`src/secv_defines.svh`:
```
// Width and sizing macros: XLEN and default issue queue depth
`ifndef SECV_DEFINES_SVH
`define SECV_DEFINES_SVH

// Data and address width of the core
// Sets xlen_t and imm_t in both packages
`define SECV_XLEN 32

// Default number of issue queue entries
// Any depth of 1 or more works, power of two not required
`define SECV_BQ_DEPTH 4

`endif

```
`src/secv_isa_pkg.sv`:
```
// RV32I instruction field types, opcode/funct3 constants, immediate type and sign-extension helpers
`include "secv_defines.svh"

package secv_isa_pkg;

    // Raw instruction word, always 32 bit in RV32I
    typedef logic [31:0]             inst_t;
    typedef logic [6:0]              opcode_t;   // Major opcode, inst[6:0]
    typedef logic [2:0]              funct3_t;   // Minor code, inst[14:12]
    typedef logic [`SECV_XLEN-1:0]   imm_t;      // Sign-extended immediate

    // Major opcodes handled by the branch unit
    localparam opcode_t OPCODE_BRANCH = 7'b1100011;  // Bxx
    localparam opcode_t OPCODE_JAL    = 7'b1101111;
    localparam opcode_t OPCODE_JALR   = 7'b1100111;

    // Branch conditions, 3'b010 and 3'b011 unused
    localparam funct3_t FUNCT3_BRANCH_BEQ  = 3'b000;
    localparam funct3_t FUNCT3_BRANCH_BNE  = 3'b001;
    localparam funct3_t FUNCT3_BRANCH_BLT  = 3'b100;
    localparam funct3_t FUNCT3_BRANCH_BGE  = 3'b101;
    localparam funct3_t FUNCT3_BRANCH_BLTU = 3'b110;
    localparam funct3_t FUNCT3_BRANCH_BGEU = 3'b111;
    localparam funct3_t FUNCT3_JALR        = 3'b000;  // Only legal JALR code

    // I-type, 12 bit from inst[31:20]
    function automatic imm_t sext_imm_i(input inst_t inst);
        logic [11:0] raw;
        raw = inst[31:20];
        return imm_t'($signed(raw));
    endfunction

    // B-type, 13 bit with implicit zero LSB
    function automatic imm_t sext_imm_b(input inst_t inst);
        logic [12:0] raw;
        raw = {inst[31], inst[7], inst[30:25], inst[11:8], 1'b0};
        return imm_t'($signed(raw));
    endfunction

    // J-type, 21 bit with implicit zero LSB
    function automatic imm_t sext_imm_j(input inst_t inst);
        logic [20:0] raw;
        raw = {inst[31], inst[19:12], inst[20], inst[30:21], 1'b0};
        return imm_t'($signed(raw));
    endfunction

endpackage

```
`src/secv_branch_pkg.sv`:
```
// Branch operation enum and data word type of the branch datapath
`include "secv_defines.svh"

package secv_branch_pkg;

    // PC, rs1, rs2, target and link values
    typedef logic [`SECV_XLEN-1:0] xlen_t;

    // Decoded operation, assigned by the decoder only
    // Conditional branches first, then jumps
    typedef enum logic [3:0] {
        BR_BEQ,      // rs1 == rs2
        BR_BNE,      // rs1 != rs2
        BR_BLT,      // Signed less than
        BR_BGE,      // Signed greater or equal
        BR_BLTU,     // Unsigned less than
        BR_BGEU,     // Unsigned greater or equal
        BR_JAL,      // pc + J-imm, link pc+4
        BR_JALR,     // rs1 + I-imm, link pc+4
        BR_ILLEGAL   // Raises err, no write-backs
    } br_op_e;

endpackage

```
`src/branch_op_if.sv`:
```
// Interface for one decoded branch operation with valid/ready and producer/consumer modports
`timescale 1ns/1ns

interface branch_op_if
    import secv_isa_pkg::*;
    import secv_branch_pkg::*;
();

    logic   valid;   // Record present
    logic   ready;   // Sink can take it
    br_op_e op;      // Decoded operation
    xlen_t  pc;      // PC of the instruction
    xlen_t  rs1;     // Source register 1 value
    xlen_t  rs2;     // Source register 2 value
    imm_t   imm;     // Sign-extended I/B/J immediate

    // Sender holds valid and data until valid && ready
    modport producer (
        output valid, op, pc, rs1, rs2, imm,
        input  ready
    );

    modport consumer (
        input  valid, op, pc, rs1, rs2, imm,
        output ready
    );

endinterface

```
`src/branch_decode.sv`:
```
// Registered instruction decoder: classifies branch/jump/illegal and builds the immediate
`timescale 1ns/1ns

module branch_decode
    import secv_isa_pkg::*;
    import secv_branch_pkg::*;
(
    input  logic             clk_i,
    input  logic             reset_i,

    // Request side
    input  logic             req_valid_i,
    output logic             req_ready_o,
    input  inst_t            req_inst_i,    // Raw instruction
    input  xlen_t            req_pc_i,      // Its PC
    input  xlen_t            req_rs1_i,     // rs1 operand
    input  xlen_t            req_rs2_i,     // rs2 operand

    // Decoded record towards the queue
    branch_op_if.producer    op_o
);

    opcode_t opcode;
    funct3_t funct3;
    br_op_e  dec_op;     // Operation of the incoming request
    imm_t    dec_imm;    // Its sign-extended immediate
    logic    req_fire;

    assign opcode = req_inst_i[6:0];
    assign funct3 = req_inst_i[14:12];

    // Output stage free, or drained this cycle
    assign req_ready_o = !op_o.valid || op_o.ready;
    assign req_fire    = req_valid_i && req_ready_o;

    always_comb begin
        dec_op  = BR_ILLEGAL;  // Unknown opcode
        dec_imm = '0;
        case (opcode)
            OPCODE_BRANCH: begin
                dec_imm = sext_imm_b(req_inst_i);
                case (funct3)
                    FUNCT3_BRANCH_BEQ:  dec_op = BR_BEQ;
                    FUNCT3_BRANCH_BNE:  dec_op = BR_BNE;
                    FUNCT3_BRANCH_BLT:  dec_op = BR_BLT;
                    FUNCT3_BRANCH_BGE:  dec_op = BR_BGE;
                    FUNCT3_BRANCH_BLTU: dec_op = BR_BLTU;
                    FUNCT3_BRANCH_BGEU: dec_op = BR_BGEU;
                    default: begin
                        dec_op  = BR_ILLEGAL;  // funct3 2 and 3
                        dec_imm = '0;
                    end
                endcase
            end
            OPCODE_JAL: begin
                dec_op  = BR_JAL;
                dec_imm = sext_imm_j(req_inst_i);
            end
            OPCODE_JALR: begin
                if (funct3 == FUNCT3_JALR) begin
                    dec_op  = BR_JALR;
                    dec_imm = sext_imm_i(req_inst_i);
                end
            end
            default: ;
        endcase
    end

    // One-entry output register, valid flag
    always_ff @(posedge clk_i) begin
        if (reset_i) begin
            op_o.valid <= 1'b0;
        end else if (req_fire) begin
            op_o.valid <= 1'b1;  // Refilled, possibly same cycle as drain
        end else if (op_o.ready) begin
            op_o.valid <= 1'b0;
        end
    end

    // Record payload
    always_ff @(posedge clk_i) begin
        if (req_fire) begin
            op_o.op  <= dec_op;
            op_o.pc  <= req_pc_i;
            op_o.rs1 <= req_rs1_i;
            op_o.rs2 <= req_rs2_i;
            op_o.imm <= dec_imm;
        end
    end

endmodule

```
`src/branch_queue.sv`:
```
// Issue queue: circular-buffer FIFO of decoded branch operations
`timescale 1ns/1ns
`include "secv_defines.svh"

module branch_queue
    import secv_isa_pkg::*;
    import secv_branch_pkg::*;
#(
    parameter int DEPTH = `SECV_BQ_DEPTH
) (
    input  logic             clk_i,
    input  logic             reset_i,
    branch_op_if.consumer    push_i,   // From the decoder
    branch_op_if.producer    pop_o     // To the branch unit
);

    localparam int PTR_W = (DEPTH > 1) ? $clog2(DEPTH) : 1;
    localparam int CNT_W = $clog2(DEPTH + 1);

    typedef logic [PTR_W-1:0] ptr_t;
    typedef logic [CNT_W-1:0] cnt_t;

    // Entry storage
    br_op_e op_mem  [DEPTH];
    xlen_t  pc_mem  [DEPTH];
    xlen_t  rs1_mem [DEPTH];
    xlen_t  rs2_mem [DEPTH];
    imm_t   imm_mem [DEPTH];

    ptr_t wr_ptr;
    ptr_t rd_ptr;
    cnt_t count;   // Occupied entries
    logic full;
    logic push_fire;
    logic pop_fire;

    assign full      = (count == cnt_t'(DEPTH));
    assign push_fire = push_i.valid && push_i.ready;
    assign pop_fire  = pop_o.valid && pop_o.ready;

    // Full queue still takes a push when the head leaves
    assign push_i.ready = !full || pop_o.ready;

    // Head record
    assign pop_o.valid = (count != '0);
    assign pop_o.op    = op_mem[rd_ptr];
    assign pop_o.pc    = pc_mem[rd_ptr];
    assign pop_o.rs1   = rs1_mem[rd_ptr];
    assign pop_o.rs2   = rs2_mem[rd_ptr];
    assign pop_o.imm   = imm_mem[rd_ptr];

    // Pointers and occupancy
    always_ff @(posedge clk_i) begin
        if (reset_i) begin
            wr_ptr <= '0;
            rd_ptr <= '0;
            count  <= '0;
        end else begin
            if (push_fire) begin
                wr_ptr <= (wr_ptr == ptr_t'(DEPTH - 1)) ? '0 : wr_ptr + 1'b1;
            end
            if (pop_fire) begin
                rd_ptr <= (rd_ptr == ptr_t'(DEPTH - 1)) ? '0 : rd_ptr + 1'b1;
            end
            case ({push_fire, pop_fire})
                2'b10:   count <= count + 1'b1;
                2'b01:   count <= count - 1'b1;
                default: ;  // Both or neither, unchanged
            endcase
        end
    end

    // Write at tail
    always_ff @(posedge clk_i) begin
        if (push_fire) begin
            op_mem[wr_ptr]  <= push_i.op;
            pc_mem[wr_ptr]  <= push_i.pc;
            rs1_mem[wr_ptr] <= push_i.rs1;
            rs2_mem[wr_ptr] <= push_i.rs2;
            imm_mem[wr_ptr] <= push_i.imm;
        end
    end

endmodule

```
`src/branch.sv`:
```
// Branch function unit: target, condition and link computation with registered result stage
`timescale 1ns/1ns

module branch
    import secv_branch_pkg::*;
(
    input  logic             clk_i,
    input  logic             reset_i,

    branch_op_if.consumer    op_i,          // Head of the issue queue

    // Result port
    output logic             res_valid_o,
    input  logic             res_ready_i,
    output xlen_t            res_pc_o,      // Next PC target
    output logic             res_pc_wb_o,   // Take the target
    output xlen_t            res_rd_o,      // Link value
    output logic             res_rd_wb_o,   // Write link to rd
    output logic             res_err_o      // Illegal instruction
);

    xlen_t pc_ret;   // pc + 4
    xlen_t pc_rel;   // pc + imm, Bxx and JAL
    xlen_t pc_abs;   // rs1 + imm, JALR
    xlen_t nxt_pc;
    xlen_t nxt_rd;
    logic  nxt_pc_wb;
    logic  nxt_rd_wb;
    logic  nxt_err;
    logic  op_fire;

    // Result register free, or read out this cycle
    assign op_i.ready = !res_valid_o || res_ready_i;
    assign op_fire    = op_i.valid && op_i.ready;

    assign pc_ret = op_i.pc + xlen_t'(4);
    assign pc_rel = op_i.pc + op_i.imm;
    assign pc_abs = op_i.rs1 + op_i.imm;  // Bit 0 kept as is

    always_comb begin
        nxt_pc    = '0;
        nxt_rd    = '0;
        nxt_pc_wb = 1'b0;
        nxt_rd_wb = 1'b0;
        nxt_err   = 1'b0;
        case (op_i.op)
            BR_BEQ: begin
                nxt_pc    = pc_rel;
                nxt_pc_wb = (op_i.rs1 == op_i.rs2);
            end
            BR_BNE: begin
                nxt_pc    = pc_rel;
                nxt_pc_wb = (op_i.rs1 != op_i.rs2);
            end
            BR_BLT: begin
                nxt_pc    = pc_rel;
                nxt_pc_wb = ($signed(op_i.rs1) < $signed(op_i.rs2));
            end
            BR_BGE: begin
                nxt_pc    = pc_rel;
                nxt_pc_wb = ($signed(op_i.rs1) >= $signed(op_i.rs2));
            end
            BR_BLTU: begin
                nxt_pc    = pc_rel;
                nxt_pc_wb = (op_i.rs1 < op_i.rs2);
            end
            BR_BGEU: begin
                nxt_pc    = pc_rel;
                nxt_pc_wb = (op_i.rs1 >= op_i.rs2);
            end
            BR_JAL, BR_JALR: begin
                nxt_pc    = (op_i.op == BR_JAL) ? pc_rel : pc_abs;
                nxt_rd    = pc_ret;  // Link address
                nxt_pc_wb = 1'b1;
                nxt_rd_wb = 1'b1;
            end
            default: nxt_err = 1'b1;  // BR_ILLEGAL, all else zero
        endcase
    end

    // Result valid flag
    always_ff @(posedge clk_i) begin
        if (reset_i) begin
            res_valid_o <= 1'b0;
        end else if (op_fire) begin
            res_valid_o <= 1'b1;
        end else if (res_ready_i) begin
            res_valid_o <= 1'b0;  // Consumed, nothing new
        end
    end

    // Result payload
    always_ff @(posedge clk_i) begin
        if (op_fire) begin
            res_pc_o    <= nxt_pc;
            res_pc_wb_o <= nxt_pc_wb;
            res_rd_o    <= nxt_rd;
            res_rd_wb_o <= nxt_rd_wb;
            res_err_o   <= nxt_err;
        end
    end

endmodule

```
`src/branch_subsys.sv`:
```
// Branch subsystem top: decoder, issue queue and branch unit with plain request/result ports
`timescale 1ns/1ns
`include "secv_defines.svh"

module branch_subsys
    import secv_isa_pkg::*;
    import secv_branch_pkg::*;
#(
    parameter int BQ_DEPTH = `SECV_BQ_DEPTH   // Issue queue entries
) (
    input  logic    clk_i,
    input  logic    reset_i,

    // Requests
    input  logic    req_valid_i,
    output logic    req_ready_o,
    input  inst_t   req_inst_i,
    input  xlen_t   req_pc_i,
    input  xlen_t   req_rs1_i,
    input  xlen_t   req_rs2_i,

    // Results, in request order
    output logic    res_valid_o,
    input  logic    res_ready_i,
    output xlen_t   res_pc_o,
    output logic    res_pc_wb_o,
    output xlen_t   res_rd_o,
    output logic    res_rd_wb_o,
    output logic    res_err_o
);

    branch_op_if dec_q_if ();   // Decoder to queue
    branch_op_if q_bu_if ();    // Queue to branch unit

    branch_decode i_branch_decode (
        .clk_i       (clk_i),
        .reset_i     (reset_i),
        .req_valid_i (req_valid_i),
        .req_ready_o (req_ready_o),
        .req_inst_i  (req_inst_i),
        .req_pc_i    (req_pc_i),
        .req_rs1_i   (req_rs1_i),
        .req_rs2_i   (req_rs2_i),
        .op_o        (dec_q_if.producer)
    );

    branch_queue #(
        .DEPTH (BQ_DEPTH)
    ) i_branch_queue (
        .clk_i   (clk_i),
        .reset_i (reset_i),
        .push_i  (dec_q_if.consumer),
        .pop_o   (q_bu_if.producer)
    );

    branch i_branch (
        .clk_i       (clk_i),
        .reset_i     (reset_i),
        .op_i        (q_bu_if.consumer),
        .res_valid_o (res_valid_o),
        .res_ready_i (res_ready_i),
        .res_pc_o    (res_pc_o),
        .res_pc_wb_o (res_pc_wb_o),
        .res_rd_o    (res_rd_o),
        .res_rd_wb_o (res_rd_wb_o),
        .res_err_o   (res_err_o)
    );

endmodule

```
`config.mk`:
```
export PLATFORM = sky130hd
export DESIGN_NAME = branch_subsys
export DESIGN_NICKNAME = d
export VERILOG_FILES = /design/src/secv_isa_pkg.sv /design/src/secv_branch_pkg.sv /design/src/branch_op_if.sv /design/src/branch_decode.sv /design/src/branch_queue.sv /design/src/branch.sv /design/src/branch_subsys.sv
export VERILOG_INCLUDE_DIRS = /design/src
export SDC_FILE = /design/constraint.sdc
export NUM_CORES = 1
export LEC_CHECK = 0
export BUFFER_PORTS_ARGS = -buffer_cell sky130_fd_sc_hd__buf_2
export CAP_MARGIN = 10
export CORE_UTILIZATION = 50
export CTS_BUF_LIST = sky130_fd_sc_hd__clkbuf_2
export DETAILED_ROUTE_END_ITERATION = 6
export PLACE_DENSITY = 0.69
export SETUP_SLACK_MARGIN = 0.1
export SYNTH_ARGS = -nofsm -noshare
export SYNTH_HDL_FRONTEND = slang
export SYNTH_SLANG_ARGS = --single-unit
```
`constraint.sdc`:
```
create_clock -name clk_i -period 8.4 [get_ports clk_i]
set_input_delay 0.42 -clock clk_i [delete_from_list [all_inputs] [get_ports clk_i]]
set_output_delay 0.42 -clock clk_i [all_outputs]
set_load 0.03 [all_outputs]
```
==> impl_metrics.json <==
{
  "outcome": "complete, but fails checks",
  "failed_checks": "design-rule violations",
  "clockRootBuffer": "clkbuf_2",
  "tightest_slew_ps": 1170,
  "fin_tns_setup_ps": 0,
  "synth_xor_area_share_pct": 2.36,
  "synth_area_leaders": "edfxtp_1 70%, mux4_2 8.7%, ha_1 4.4%, a21oi_1 1.3%, a21o_1 1.3%",
  "final_max_slew_viol_count": 0,
  "synth-adder-area-share_pct": 4.57,
  "hold_viol_final": 0,
  "final_cell_mix": "672 x edfxtp_1, 277 x dlygate4sd3_1, 237 x clkbuf_2",
  "synth_edf_count": 672,
  "synth_top_family_by_area": "multiplexers",
  "ff2ff_setup_slack_ps": 3590,
  "dr.pass1.iters": 7,
  "grt_pass1_wl_mm": 103,
  "cp_cell_sequence": "buf_12, mux4_2, ha_1, a21oi_1, o2111ai_1, and3_1, o22ai_1, o21ai_1, a2111oi_0, o21bai_1, xnor2_1, o21ai_0",
  "hold_class": "input pin to flop",
  "grt_max_degree": 92,
  "postCtsSetupRepairBufs": 0,
  "yosys.area_share.simple_pct": 5.06,
  "start_util_pct": 50.9,
  "cts_buffers": 171,
  "fp-row-count": 87,
  "crit_family": "compound AO/OA/AOI/OAI gates",
  "layout-drive-gt1-share_pct": 25.9,
  "synth.top_cell.area_share_pct": 69.7,
  "p_leak_nw": 13.0,
  "rr_worst_depth": 12,
  "critical_path_depth": 12,
  "peakVddDrop_v": 0.000205,
  "clock-sinks": 683,
  "htree_levels": 4,
  "io_pins": 201,
  "yosysWarnings": 0,
  "final_common_cell": "edfxtp_1",
  "synth_cells": 1661,
  "fin_area_um2": 35000,
  "start_kind": "flop",
  "clock_path_buffers": 3,
  "antenna_found_initial": 3,
  "wl_per_cell_um": 21.5,
  "synth_seq_cells": 683,
  "syn_area_um2": 28900,
  "yosysUniqueCellTypes": 80,
  "layout.nets": 2514,
  "crit_path_end": "i_branch.res_pc_o[31]$_DFFE_PP_",
  "setup_viol": 0,
  "swShare_pct": 38.9,
  "die-height_um": 243,
  "hpwlAfterDp_mm": 41.5,
  "synthArstFlopShare_pct": 0,
  "grt_pass1_vias": 18400,
  "fp.coreArea_um2": 56800,
  "gp_congestion": 0.864,
  "ant_nets": 0,
  "num_vias": 17200,
  "yosys-mux-area-fraction_pct": 9.76,
  "slew-limit-headroom_pct": 21.8,
  "p_int_mw": 6.77,
  "insertion_delay_ps": 1360,
  "fin_crit_ps": 4810,
  "clock_skew_ps": 123,
  "critPathCaptureType": "flop",
  "grt_setup_unrepaired": "no",
  "die_area_um2": 58800,
  "die_x_um": 243,
  "drt_drc_violations_left": 2,
  "avgSynthCellArea_um2": 17.4,
  "syn_nets": 1897,
  "crit_type": "flop to flop",
  "port_buffers": 200,
  "area_delta_synth_final_pct": 21.0,
  "cts_tree": "done",
  "synth-compound-area-share_pct": 5.97,
  "slowest_delay_ps": 730,
  "crit_arrival_ps": 5890,
  "path_max_fanout": 61,
  "seqPwrFrac_pct": 38.7,
  "clk_pin_slew_ps": 100,
  "fmax_ghz": 0.208,
  "hold_slack_ps": 329,
  "p_clk_share_pct": 19.1,
  "cap_violations": 0,
  "switchingPower_mw": 4.31,
  "critical_path_required_ps": 9480,
  "power.density_nw_per_um2": 316,
  "rr_endpoint": "i_branch.res_pc_o[31]$_DFFE_PP_",
  "place_area_um2": 30800,
  "comb_power_share_pct": 42.1,
  "initialDrtViolationCount": 1381,
  "drt-total-wl_mm": 67.6,
  "track_usage_pct": 23.5,
  "path_buf_inv": 1,
  "cpMaxStageDelayCell": "dfxtp_4",
  "viasPerCell": 5.47,
  "ys.flop_type": "edfxtp_1",
  "finalCritPeriodShare_pct": 57.3,
  "grt.overflow.total": 0,
  "synth_area_leader_cell": "edfxtp_1",
  "ys_seq_area_share_pct": 70.5
}
power by group through the flow:
stage | logic [mW] | clock network, mW | registers, mW
floorplan | 3.09 | 0 | 4.63
global placement | 4.50 | 0 | 4.36
detailed placement | 4.54 | 0 | 4.37
CTS | 4.65 | 2.19 | 4.29
global route | 5.06 | 2.37 | 4.32
finish | 4.67 | 2.12 | 4.29
worst min path at each step:
stage / startpoint / to / slack [ps] / cells past startpoint
CTS: req_rs1_i[25] / i_branch_decode.op_o.rs1[25]$_DFFE_PP_ / 110 / 3
finish: req_rs1_i[11] / i_branch_decode.op_o.rs1[11]$_DFFE_PP_ / 330 / 3
global placement: i_branch_decode.op_o.rs2[12]$_DFFE_PP_ / i_branch_queue.rs2_mem[2][12]$_DFFE_PP_ / 460 / 0
global route: req_rs2_i[20] / i_branch_decode.op_o.rs2[20]$_DFFE_PP_ / 170 / 3
detailed placement: i_branch_decode.op_o.imm[13]$_DFFE_PP_ / i_branch_queue.imm_mem[3][13]$_DFFE_PP_ / 480 / 0
floorplan: i_branch_decode.op_o.imm[0]$_DFFE_PP_ / i_branch_queue.imm_mem[0][0]$_DFFE_PP_ / 460 / 0
cell usage after synthesis, types with 13 or more instances:
cell / instances
xor2_1: 42
clkbuf_1: 19
buf_2: 14
and3_1: 24
nand2_1: 80
mux4_2: 112
nor2_1: 84
a21oi_1: 77
o21ai_0: 39
nand3_1: 24
inv_1: 59
ha_1: 101
xnor2_1: 36
nand4_1: 17
edfxtp_1: 672
and2_1: 16
nor3_1: 13
a21o_1: 51
registers in the layout (all words and copies together) (netlist names), 84 cells and up, named ones only:
register / cells
i_branch_queue.imm_mem: 84
i_branch_queue.pc_mem: 128
i_branch_queue.rs1_mem: 128
i_branch_queue.rs2_mem: 128
final cells by class:
type,count,area (um2)
Fill cell,4245,21800
Antenna cell,2,5.00
Clock buffer,237,1190
Clock inverter,49,278
Sequential cell,683,20400
Tap cell,756,946
Multi-Input combinational cell,871,8050
Inverter,60,225
Timing Repair Buffer,491,3900
cells by family (layout without fill, tap and decap cells):
group	after synthesis	after routing
flip-flops	683	683
buffers and inverters	107	837
AND/OR/NAND/NOR	301	301
AO/OA/AOI/OAI	259	259
multiplexers	129	129
adder cells (fa/ha/maj)	104	104
XOR/XNOR	78	78
other	0	2
timing repair:
action                    CTS  global route
resized for setup           0             0
hold buffers              277             0
hold endpoints to repair  186             0
through the flow:
step                util (%)  total power [mW]  setup slack [ps]  cells
detailed placement      54.1              8.90              3490   2584
finish                  61.6              11.1              3590   3149
global placement        54.1              8.86              3540   2584
CTS                     61.6              11.1              3570   3147
global route            61.6              11.8              3140   3149
floorplan                  -              7.72              3200   1661
tightest hold or removal path, stage by stage:
cell and delay, ps:
dlygate4sd3_1 510, buf_2 90, dlygate4sd3_1 530
routing by layer:
metal	wire (um)	vias to the layer above	GRT usage (%)
met5	0	-	0
met4	1620	0	9.29
met3	4260	115	5.98
met2	34100	576	39.3
met1	27600	8579	29.4
li1	-	7951	-
Note: power is estimated with default switching activity, not from simulation.
